File: config.mk
export PLATFORM = sky130hd
export DESIGN_NAME = n64_loader_top
export DESIGN_NICKNAME = d
export VERILOG_FILES = /design/src/n64_loader_pkg.sv /design/src/backup_control.sv /design/src/cart_write_port.sv /design/src/download_packer.sv /design/src/n64_loader_top.sv
export SDC_FILE = /design/constraint.sdc
export NUM_CORES = 1
export LEC_CHECK = 0
export BUFFER_PORTS_ARGS = -buffer_cell sky130_fd_sc_hd__buf_2
export CORE_ASPECT_RATIO = 0.7
export CORE_UTILIZATION = 48
export DETAILED_ROUTE_END_ITERATION = 12
export GPL_TIMING_DRIVEN = 0
export PLACE_DENSITY = 0.81
export RECOVER_POWER = 100
export REMOVE_ABC_BUFFERS = 1
export SETUP_SLACK_MARGIN = 0.3
export SYNTH_ARGS = -nofsm -noshare
export SYNTH_HDL_FRONTEND = slang
export SYNTH_SLANG_ARGS = --single-unit
File: constraint.sdc
create_clock -name clk_1x -period 3.2 [get_ports clk_1x]
set_input_delay 0.32 -clock clk_1x [delete_from_list [all_inputs] [get_ports clk_1x]]
set_output_delay 0.32 -clock clk_1x [all_outputs]
set_load 0.005 [all_outputs]
File: src/n64_loader_pkg.sv
// Shared definitions for the N64 loader front end
// Widths, download indices, the cartridge base address in SDRAM,
// and the enumerated types used by the packers and the backup block

package n64_loader_pkg;

	// ========================================
	// Widths
	// ========================================
	localparam int ioctl_addr_w = 27;
	localparam int half_w = 16;
	localparam int word_w = 32;
	localparam int pif_addr_w = 10;

	// Low index bits that select a download target
	localparam int index_sel_w = 6;

	// ========================================
	// Download indices and base address
	// ========================================
	localparam int pif_index = 0;
	localparam int cart_index = 1;

	// Cartridge image sits at 8 MiB in SDRAM
	localparam int unsigned cart_start = 8388608;

	// ========================================
	// Types
	// ========================================
	typedef logic [ioctl_addr_w-1:0] ioctl_addr_t;
	typedef logic [half_w-1:0] half_t;
	typedef logic [word_w-1:0] word_t;
	typedef logic [pif_addr_w-1:0] pif_addr_t;

	typedef enum logic {
		target_pifrom,
		target_cart
	} download_target_e;

	// Save setting from the OSD menu
	typedef enum logic [2:0] {
		none = 3'd0,
		eeprom4 = 3'd1,
		eeprom16 = 3'd2,
		sram32 = 3'd3,
		sram96 = 3'd4,
		flash = 3'd5
	} save_type_e;

	typedef enum logic [1:0] {
		eeprom_none = 2'd0,
		eeprom_4k = 2'd1,
		eeprom_16k = 2'd2
	} eeprom_type_e;

endpackage

File: src/backup_control.sv
// Backup save control
// Registers the load and save requests for the save memory, tracks
// whether a writable save image is mounted for the current cartridge,
// and decodes the EEPROM type from the save-type setting.

`timescale 1ns/1ps

module backup_control (
	input  logic clk_1x,
	input  logic rst_n,
	input  logic cart_download,
	input  logic img_mounted,
	input  logic img_readonly,
	input  logic [31:0] img_size,
	input  logic osd_reload,
	input  logic osd_save,
	input  logic osd_open,
	input  logic autosave_off,
	input  n64_loader_pkg::save_type_e save_type,
	output logic bk_load,
	output logic bk_save,
	output logic use_img,
	output n64_loader_pkg::eeprom_type_e eeprom_type
);

	logic download_d;
	logic download_start;
	logic img_writable;

	assign download_start = cart_download & ~download_d;
	assign img_writable = img_mounted & (img_size != 32'd0) & ~img_readonly;

	// ========================================
	// Requests and image tracking
	// ========================================
	always_ff @(posedge clk_1x) begin
		if (!rst_n) begin
			bk_load <= 1'b0;
			bk_save <= 1'b0;
			use_img <= 1'b0;
			download_d <= 1'b0;
		end else begin
			// Reload on menu request or when a new cart comes with an image
			bk_load <= osd_reload | (cart_download & img_mounted);
			// Opening the OSD triggers an autosave unless disabled
			bk_save <= osd_save | (osd_open & ~autosave_off);
			download_d <= cart_download;
			if (img_writable)
				use_img <= 1'b1;
			else if (download_start)
				use_img <= 1'b0;
		end
	end

	// EEPROM size
	always_ff @(posedge clk_1x) begin
		if (!rst_n) begin
			eeprom_type <= n64_loader_pkg::eeprom_none;
		end else begin
			case (save_type)
				n64_loader_pkg::eeprom4: eeprom_type <= n64_loader_pkg::eeprom_4k;
				n64_loader_pkg::eeprom16: eeprom_type <= n64_loader_pkg::eeprom_16k;
				default: eeprom_type <= n64_loader_pkg::eeprom_none;
			endcase
		end
	end

endmodule

File: src/cart_write_port.sv
// Cartridge write port
// Takes one assembled cartridge word at a time, issues a single
// write request to SDRAM and stalls the host with ioctl_wait until
// the memory answers or the download is abandoned. Also remembers
// that a cartridge has been loaded since reset.

`timescale 1ns/1ps

module cart_write_port (
	input  logic clk_1x,
	input  logic rst_n,
	input  logic active,
	input  logic word_valid,
	input  n64_loader_pkg::ioctl_addr_t word_addr,
	input  n64_loader_pkg::word_t word_data,
	input  logic sdram_ready,
	output logic sdram_req,
	output n64_loader_pkg::ioctl_addr_t sdram_addr,
	output n64_loader_pkg::word_t sdram_din,
	output logic ioctl_wait,
	output logic cart_loaded
);

	logic issue;

	// A word only goes out while the download is still running
	assign issue = word_valid & active;

	// ========================================
	// Request and host stall
	// ========================================
	always_ff @(posedge clk_1x) begin
		if (!rst_n) begin
			sdram_req <= 1'b0;
			ioctl_wait <= 1'b0;
		end else begin
			sdram_req <= issue;
			if (!active) begin
				// Download gone, release the host
				ioctl_wait <= 1'b0;
			end else if (issue) begin
				ioctl_wait <= 1'b1;
			end else if (sdram_ready) begin
				ioctl_wait <= 1'b0;
			end
		end
	end

	// Word and address stay put until the next issue
	always_ff @(posedge clk_1x) begin
		if (issue) begin
			sdram_addr <= word_addr;
			sdram_din <= word_data;
		end
	end

	// ========================================
	// Load status
	// ========================================
	always_ff @(posedge clk_1x) begin
		if (!rst_n)
			cart_loaded <= 1'b0;
		else if (active)
			cart_loaded <= 1'b1;
	end

endmodule

File: src/download_packer.sv
// Download packer
// Watches the host ioctl stream for one download index and pairs
// 16-bit halves into addressed 32-bit words. The boot-ROM flavour
// swaps bytes and builds a word address; the cartridge flavour keeps
// byte order and offsets the byte address by the cartridge base.

`timescale 1ns/1ps

module download_packer #(
	parameter n64_loader_pkg::download_target_e target = n64_loader_pkg::target_pifrom,
	parameter type addr_t = n64_loader_pkg::pif_addr_t
) (
	input  logic clk_1x,
	input  logic rst_n,
	input  logic ioctl_download,
	input  logic [7:0] ioctl_index,
	input  n64_loader_pkg::ioctl_addr_t ioctl_addr,
	input  n64_loader_pkg::half_t ioctl_dout,
	input  logic ioctl_wr,
	output logic active,
	output logic word_valid,
	output addr_t word_addr,
	output n64_loader_pkg::word_t word_data
);

	// Index bits this instance answers to
	localparam logic [n64_loader_pkg::index_sel_w-1:0] my_sel =
		(target == n64_loader_pkg::target_pifrom) ?
		n64_loader_pkg::index_sel_w'(n64_loader_pkg::pif_index) :
		n64_loader_pkg::index_sel_w'(n64_loader_pkg::cart_index);

	localparam n64_loader_pkg::ioctl_addr_t cart_base =
		n64_loader_pkg::ioctl_addr_t'(n64_loader_pkg::cart_start);

	logic index_match;
	logic first_half;
	logic second_half;
	n64_loader_pkg::half_t dout_swapped;
	addr_t next_addr;

	assign index_match = (ioctl_index[n64_loader_pkg::index_sel_w-1:0] == my_sel);

	// Address bit 1 tells which half of the word is on the bus
	assign first_half = active & ioctl_wr & ~ioctl_addr[1];
	assign second_half = active & ioctl_wr & ioctl_addr[1];

	assign dout_swapped = {ioctl_dout[7:0], ioctl_dout[15:8]};

	always_comb begin
		if (target == n64_loader_pkg::target_pifrom) begin
			// Index bit 6 picks the upper half of the boot ROM
			next_addr = addr_t'({ioctl_index[6], ioctl_addr[10:2]});
		end else begin
			next_addr = addr_t'(ioctl_addr + cart_base);
		end
	end

	// ========================================
	// Control
	// ========================================
	always_ff @(posedge clk_1x) begin
		if (!rst_n) begin
			active <= 1'b0;
			word_valid <= 1'b0;
		end else begin
			active <= ioctl_download & index_match;
			word_valid <= second_half;
		end
	end

	// Word assembly
	always_ff @(posedge clk_1x) begin
		if (first_half) begin
			word_addr <= next_addr;
			if (target == n64_loader_pkg::target_pifrom)
				word_data[31:16] <= dout_swapped;
			else
				word_data[15:0] <= ioctl_dout;
		end
		if (second_half) begin
			if (target == n64_loader_pkg::target_pifrom)
				word_data[15:0] <= dout_swapped;
			else
				word_data[31:16] <= ioctl_dout;
		end
	end

endmodule

File: src/n64_loader_top.sv
// N64 loader front end
// Host download paths for the boot ROM and the cartridge image,
// the SDRAM write port for cartridge words, and the backup-save
// request and EEPROM-type logic. Wiring only.

`timescale 1ns/1ps

module n64_loader_top (
	input  logic clk_1x,
	input  logic rst_n,

	// Host download port
	input  logic ioctl_download,
	input  logic [7:0] ioctl_index,
	input  n64_loader_pkg::ioctl_addr_t ioctl_addr,
	input  n64_loader_pkg::half_t ioctl_dout,
	input  logic ioctl_wr,
	output logic ioctl_wait,

	// Boot ROM write port
	output n64_loader_pkg::pif_addr_t pifrom_wraddress,
	output n64_loader_pkg::word_t pifrom_wrdata,
	output logic pifrom_wren,

	// SDRAM write channel
	output logic sdram_req,
	output n64_loader_pkg::ioctl_addr_t sdram_addr,
	output n64_loader_pkg::word_t sdram_din,
	input  logic sdram_ready,

	// Status
	output logic cart_download,
	output logic cart_loaded,

	// Backup save
	input  logic img_mounted,
	input  logic img_readonly,
	input  logic [31:0] img_size,
	input  logic osd_reload,
	input  logic osd_save,
	input  logic osd_open,
	input  logic autosave_off,
	input  n64_loader_pkg::save_type_e save_type,
	output logic bk_load,
	output logic bk_save,
	output logic use_img,
	output n64_loader_pkg::eeprom_type_e eeprom_type
);

	logic cart_word_valid;
	n64_loader_pkg::ioctl_addr_t cart_word_addr;
	n64_loader_pkg::word_t cart_word_data;

	// ========================================
	// Boot ROM path
	// ========================================
	// Download flag of this path has no consumer
	download_packer #(
		.target (n64_loader_pkg::target_pifrom),
		.addr_t (n64_loader_pkg::pif_addr_t)
	) pif_packer (
		.clk_1x         (clk_1x),
		.rst_n          (rst_n),
		.ioctl_download (ioctl_download),
		.ioctl_index    (ioctl_index),
		.ioctl_addr     (ioctl_addr),
		.ioctl_dout     (ioctl_dout),
		.ioctl_wr       (ioctl_wr),
		.active         (),
		.word_valid     (pifrom_wren),
		.word_addr      (pifrom_wraddress),
		.word_data      (pifrom_wrdata)
	);

	// ========================================
	// Cartridge path
	// ========================================
	download_packer #(
		.target (n64_loader_pkg::target_cart),
		.addr_t (n64_loader_pkg::ioctl_addr_t)
	) cart_packer (
		.clk_1x         (clk_1x),
		.rst_n          (rst_n),
		.ioctl_download (ioctl_download),
		.ioctl_index    (ioctl_index),
		.ioctl_addr     (ioctl_addr),
		.ioctl_dout     (ioctl_dout),
		.ioctl_wr       (ioctl_wr),
		.active         (cart_download),
		.word_valid     (cart_word_valid),
		.word_addr      (cart_word_addr),
		.word_data      (cart_word_data)
	);

	cart_write_port cart_write_port_i (
		.clk_1x      (clk_1x),
		.rst_n       (rst_n),
		.active      (cart_download),
		.word_valid  (cart_word_valid),
		.word_addr   (cart_word_addr),
		.word_data   (cart_word_data),
		.sdram_ready (sdram_ready),
		.sdram_req   (sdram_req),
		.sdram_addr  (sdram_addr),
		.sdram_din   (sdram_din),
		.ioctl_wait  (ioctl_wait),
		.cart_loaded (cart_loaded)
	);

	// Backup save
	backup_control backup_control_i (
		.clk_1x        (clk_1x),
		.rst_n         (rst_n),
		.cart_download (cart_download),
		.img_mounted   (img_mounted),
		.img_readonly  (img_readonly),
		.img_size      (img_size),
		.osd_reload    (osd_reload),
		.osd_save      (osd_save),
		.osd_open      (osd_open),
		.autosave_off  (autosave_off),
		.save_type     (save_type),
		.bk_load       (bk_load),
		.bk_save       (bk_save),
		.use_img       (use_img),
		.eeprom_type   (eeprom_type)
	);

endmodule

==> impl_metrics.py, run 1 <==
metrics = {
    "clock_tree": {
        "clk_pin_slew_worst_paths_ps": 60,
        "clock_path_buffers": 2,
        "cts_tree": "built",
        "clock_latency_ps": 410,
        "cts_buffers": 17,
        "post_cts_buffers": 0,
        "hold_buffers": 0,
        "ctsResizeCount": 0,
        "cts_root_buf": "clkbuf_16",
        "cts_sinks": 173,
        "htree_num_levels": 4,
    },
    "place": {
        "port-buffer-count": 206,
        "pre_cts_ws_ps": 1103,
        "dp_hpwl_microns": 7321,
        "placed_cells": 578,
        "place_congestion": 0.7991,
    },
    "sta": {
        "fin_setup_tns_ps": 0,
        "max_freq_mhz": 422.6,
        "hold_viol_final": 0,
        "skew_ps": 7.407,
        "setup_viol": 0,
        "fin_crit_ps": 2366,
        "maxSlewHeadroom_pct": 3.928,
        "worst_pin_slew_ps": 1441,
        "fin_ws_ps": 833.9,
        "post-route-period-util_pct": 73.94,
        "rsz0062_at_grt": "no",
        "final_max_slew_viol_count": 0,
    },
    "power": {
        "ir_drop_mv": 0.3598,
        "power.total_mw": 4.428,
        "power_density_nw_per_um2": 631.1,
        "leakage_nw": 2.524,
    },
    "detailed_routing": {
        "first_pass_iters": 4,
        "postRouteAntennaNets": 0,
        "post_drt_wl_per_cell_microns": 17.16,
        "vias_per_cell": 4.745,
        "vias": 2885,
        "drt_iter0_markers": 168,
        "remaining_drc_errors": 0,
        "finalWirelength_microns": 10440,
    },
    "floorplan": {
        "die_h_microns": 90.37,
        "ios": 208,
        "row_count": 31,
        "die-area_sq_um": 11590,
        "core_area_sq_um": 10590,
        "initial_utilization_pct": 50.57,
        "die_w_microns": 128.2,
    },
    "critical_path": {
        "critPathTopFamily": "simple AND/OR/NAND/NOR gates",
        "cp.arrival_ps": 2410,
        "path_class": "flip-flop to flip-flop",
        "cp_slowest_cell": "and3b_1",
        "worstPathRequired_ps": 3240,
        "start_kind": "flip-flop",
        "crit_path_start": "cart_packer.active",
        "crit_buf_inv": 1,
        "slowest_delay_ps": 730,
        "end_kind": "flip-flop",
        "rr_startpoint": "cart_packer.active",
        "cp_max_fo": 28,
        "critical_path.cell_chain": "and3b_1 > clkbuf_2",
    },
    "global_route": {
        "grt.total_usage_pct": 18.58,
        "antenna_found_initial": 0,
        "grt_pass1_wl_microns": 15100,
        "grt_pass1_vias": 2829,
        "overflow": 0,
        "grt_max_degree": 33,
    },
    "cells_and_area": {
        "nets": 547,
        "final_cells": 608,
        "synthToLayoutAreaGrowth_pct": 31.03,
        "fill_cells": 765,
        "n_antenna_cell": 0,
        "layout-drive-gt1-share_pct": 32.83,
    },
    "logic_synthesis": {
        "synth.area.mux_share_pct": 0,
        "yosys_warnings": 0,
        "synth_fa_ha_area_share_pct": 0.2336,
        "synth_top_family_by_area": "simple AND/OR/NAND/NOR gates",
        "netlist_area_sq_um": 5355,
        "netlist_instances": 222,
        "synth-simple-area-share_pct": 3.902,
        "synth-xor-area-share_pct": 0.3271,
        "syn_area_per_cell_sq_um": 24.12,
        "yosysUniqueCellTypes": 20,
        "synth_compound_area_share_pct": 0.5374,
        "synth_seq_cells": 173,
        "seq_area_frac_synth_pct": 94.58,
    },
    "job": {
        "drv_cap": 0,
    },
    "hold_path": {
        "hold_start": "save_type[0]",
        "hold_class": "input pin to flip-flop",
    },
    "outcome": {
        "status": "completed",
    },
}
cells in the mapped netlist (all sizes together):
cell type    n  area share [%]
xnor2        1            0.16
ha           1            0.23
nor4         8            0.93
and2         2            0.23
edfxtp     160              90
xor2         1            0.16
inv          6            0.42
nand2        2            0.14
nand2b       1            0.12
nor2         8            0.56
and3         4            0.47
nor4b        3            0.49
nand3        2            0.19
and4         2            0.33
a21oi        4            0.37
and3b        2            0.33
nor2b        1            0.12
a311oi       1            0.16
dfxtp       13             4.9
per-stage QoR:
step	instance area (sq um)	util, %	hold slack [ps]
final	7017	66.26	76.03
after global placement	6571	62.06	400.3
after detailed placement	6614	62.46	404.5
after CTS	7157	67.59	60.54
after global routing	7017	66.26	55.60
after floorplan	5355	-	392.4
flip-flops by register name (all words and copies together) (netlist names):
| register | count |
|---|---|
| backup_control_i.bk_load | 1 |
| backup_control_i.bk_save | 1 |
| backup_control_i.download_d | 1 |
| backup_control_i.eeprom_type | 2 |
| backup_control_i.use_img | 1 |
| cart_packer.active | 1 |
| cart_packer.word_addr | 27 |
| cart_packer.word_data | 32 |
| cart_packer.word_valid | 1 |
| cart_write_port_i.cart_loaded | 1 |
| cart_write_port_i.ioctl_wait | 1 |
| cart_write_port_i.sdram_addr | 27 |
| cart_write_port_i.sdram_din | 32 |
| cart_write_port_i.sdram_req | 1 |
| pif_packer.active | 1 |
| pif_packer.word_addr | 10 |
| pif_packer.word_data | 32 |
| pif_packer.word_valid | 1 |
final timing paths:
path,end,slack (ps),depth (start not counted)
worst max-delay path,cart_packer.word_data[9],830,2
worst min register to register,cart_write_port_i.sdram_din[12],420,0
worst max register to register,cart_packer.word_data[9],830,2
worst min-delay path,backup_control_i.eeprom_type[1],80,2
power by group:
part / internal [mW] / switching [mW]
logic: 0.0450 / 0.0414
registers: 2.46 / 0.00179
clock network: 1.06 / 0.818
logic make-up (layout without fill, tap and decap cells):
group / Yosys count / after routing
flops: 173 / 173
simple gates: 35 / 35
buf+inv: 6 / 244
compound gates: 5 / 5
xor+xnor: 2 / 2
fa+ha+maj: 1 / 1
metal layers:
layer	routed length [microns]	GRT usage [%]	up-vias
met5	0	0	-
met4	112	7.549	0
met3	702	5.628	11
met2	5496	32.97	141
met1	4124	20.79	1398
li1	-	-	1335
cells in the final DEF, fill, tap and decap left out, drive strengths merged:
cell type / instances
edfxtp: 160
buf: 119
clkbuf: 106
dfxtp: 13
inv: 9
nor4: 8
nor2: 8
clkinv: 5
and3: 4
a21oi: 4
clkinvlp: 4
nor4b: 3
nand3: 2
and3b: 2
nand2: 2
and4: 2
and2: 2
xnor2: 1
xor2: 1
nand2b: 1
nor2b: 1
a311oi: 1
ha: 1
bufinv: 1
final cells by class:
class                   instances  area (sq um)  share of cell area (%)
multi-input cells              43         269.0                   3.834
flip-flops and latches        173          5065                   72.18
well taps                     148         185.2                   2.639
repair buffers                208         932.1                   13.28
clock inverters                13         117.6                   1.676
clock buffers                  17         425.4                   6.063
inverters                       6         22.52                  0.3210
Power figures use the tool's default switching activity.
==> run 2, diff against run 1 <==
- clock period: 3.2 -> 2.2 ns (I/O delays scaled with it)
==> impl_metrics.py, run 2 (synthesis results as in run 1) <==
metrics = {
    "clock_tree": {
        "cts_sinks": 173,
        "cts_root_buf": "clkbuf_16",
        "cts_buffers": 17,
        "htree_num_levels": 4,
        "clock_latency_ps": 410,
        "clock_path_buffers": 2,
        "clk_pin_slew_worst_paths_ps": 60,
        "cts_tree": "built",
        "post_cts_buffers": 0,
    },
    "floorplan": {
        "ios": 208,
        "die_h_microns": 90.37,
        "row_count": 31,
        "core_area_sq_um": 10590,
        "die-area_sq_um": 11590,
        "initial_utilization_pct": 50.57,
        "die_w_microns": 128.2,
    },
    "cells_and_area": {
        "final_cell_mix": "edfxtp_1 (160), buf_2 (108), clkbuf_1 (98), dlygate4sd3_1 (28), clkbuf_16 (17)",
        "final_cells": 636,
        "layout-drive-gt1-share_pct": 29.10,
        "biggestRegsByFlops": "cart_packer.word_data (32), cart_write_port_i.sdram_din (32), pif_packer.word_data (32)",
        "nets": 575,
        "final_common_cell": "edfxtp_1",
        "design_area_sq_um": 7315,
        "n_antenna_cell": 0,
        "fill_cells": 731,
        "synthToLayoutAreaGrowth_pct": 36.59,
    },
    "sta": {
        "max_freq_mhz": 531.7,
        "rsz0062_at_grt": "no",
        "maxSlewHeadroom_pct": 2.438,
        "post-route-period-util_pct": 85.49,
        "worst_pin_slew_ps": 1463,
        "skew_ps": 7.897,
        "setup_viol": 0,
        "final_max_slew_viol_count": 0,
        "hold_viol_final": 0,
        "fin_crit_ps": 1881,
    },
    "power": {
        "power.total_mw": 6.483,
        "power_density_nw_per_um2": 886.3,
        "ir_drop_mv": 0.5180,
        "leakage_nw": 2.621,
    },
    "place": {
        "place_congestion": 0.7991,
        "port-buffer-count": 206,
        "dp_hpwl_microns": 7321,
        "placed_area_sq_um": 6614,
        "placed_cells": 578,
    },
    "global_route": {
        "grt.total_usage_pct": 19.81,
        "overflow": 0,
        "grt_max_degree": 33,
        "grt_pass1_wl_microns": 16240,
        "antenna_found_initial": 0,
        "grt_pass1_vias": 3133,
    },
    "critical_path": {
        "path_class": "flip-flop to flip-flop",
        "end_kind": "flip-flop",
        "rr_startpoint": "pif_packer.active",
        "start_kind": "flip-flop",
        "crit_buf_inv": 0,
        "cp_max_fo": 26,
        "r2r_end": "pif_packer.word_data[24]",
        "rrSetupSlack_ps": 320,
        "cp.arrival_ps": 1900,
        "worstPathRequired_ps": 2220,
        "cp_slowest_cell": "and3b_1",
        "critical_path.cell_chain": "and3b_1",
        "critPathTopFamily": "simple AND/OR/NAND/NOR gates",
        "r2r_cells": 1,
        "slowest_delay_ps": 1150,
    },
    "outcome": {
        "status": "completed",
    },
    "detailed_routing": {
        "postRouteAntennaNets": 0,
        "first_pass_iters": 4,
        "vias_per_cell": 4.783,
        "vias": 3042,
        "finalWirelength_microns": 10960,
        "remaining_drc_errors": 0,
        "drt_iter0_markers": 162,
        "post_drt_wl_per_cell_microns": 17.23,
    },
    "hold_path": {
        "hold_start": "osd_save",
        "hold_class": "input pin to flip-flop",
        "holdPathStages": 3,
        "hold_end": "backup_control_i.bk_save",
    },
    "job": {
        "drv_cap": 0,
    },
}
## run 2: changes by cell type in the layout (fill, tap and decap cells not counted), sizes merged
cell         before  now
dlygate4sd3       0   28
clkbuf          106  115
buf             119  110
## run 2: final cells by class
class                           count  area (sq um)  share of cell area [%]
Inverter                            6         22.52                  0.3079
Clock buffer                       17         425.4                   5.816
Sequential cell                   173          5065                   69.24
Clock inverter                     13         117.6                   1.608
Tap cell                          148         185.2                   2.532
Timing Repair Buffer              236          1229                   16.80
Multi-Input combinational cell     43         270.3                   3.695
## run 2: repair_timing
action | in CTS | in global routing
hold buffers | 28 | 0
setup endpoints to repair | 0 | 32
gates resized for setup | 0 | 1
endpoints found under the hold margin | 35 | 0
## run 2: per-stage QoR
stage	setup slack [ps]	TNS, ps	util (%)	hold slack [ps]
finish	319.3	0	69.08	47.10
global route	221.6	0	69.08	69.35
CTS	325.9	0	70.24	11.24
detailed placement	203.5	0	62.46	398.1
global placement	-753.1	-59230	62.06	392.9
floorplan	-81.41	-4803	-	292.4
## run 2: worst max path at each step
stage,end,depth (start not counted),slack (ps),startpoint
after global routing,pif_packer.word_data[20],1,220,pif_packer.active
after floorplan,cart_write_port_i.sdram_addr[0],1,-80,cart_packer.active
after CTS,pif_packer.word_data[24],1,330,pif_packer.active
final,pif_packer.word_data[24],1,320,pif_packer.active
after global placement,cart_write_port_i.sdram_addr[14],1,-750,cart_packer.active
after detailed placement,pif_packer.word_addr[8],2,200,ioctl_addr[1]
## run 2: where the power goes
part | leakage, nW | switching [mW] | internal [mW]
Combinational | 0.823 | 0.0688 | 0.0962
Clock | 0.255 | 1.19 | 1.55
Sequential | 1.54 | 0.00263 | 3.57
Total | 2.62 | 1.26 | 5.22
## run 2: metal layers
metal	track usage (%)	vias to the layer above	routed length, microns	share of wire [%]
li1	-	1393	-	-
met1	21.31	1482	4292	39
met2	35.54	148	5754	53
met3	6.220	19	703	6.4
met4	8.824	0	206	1.9
met5	0	-	0	0
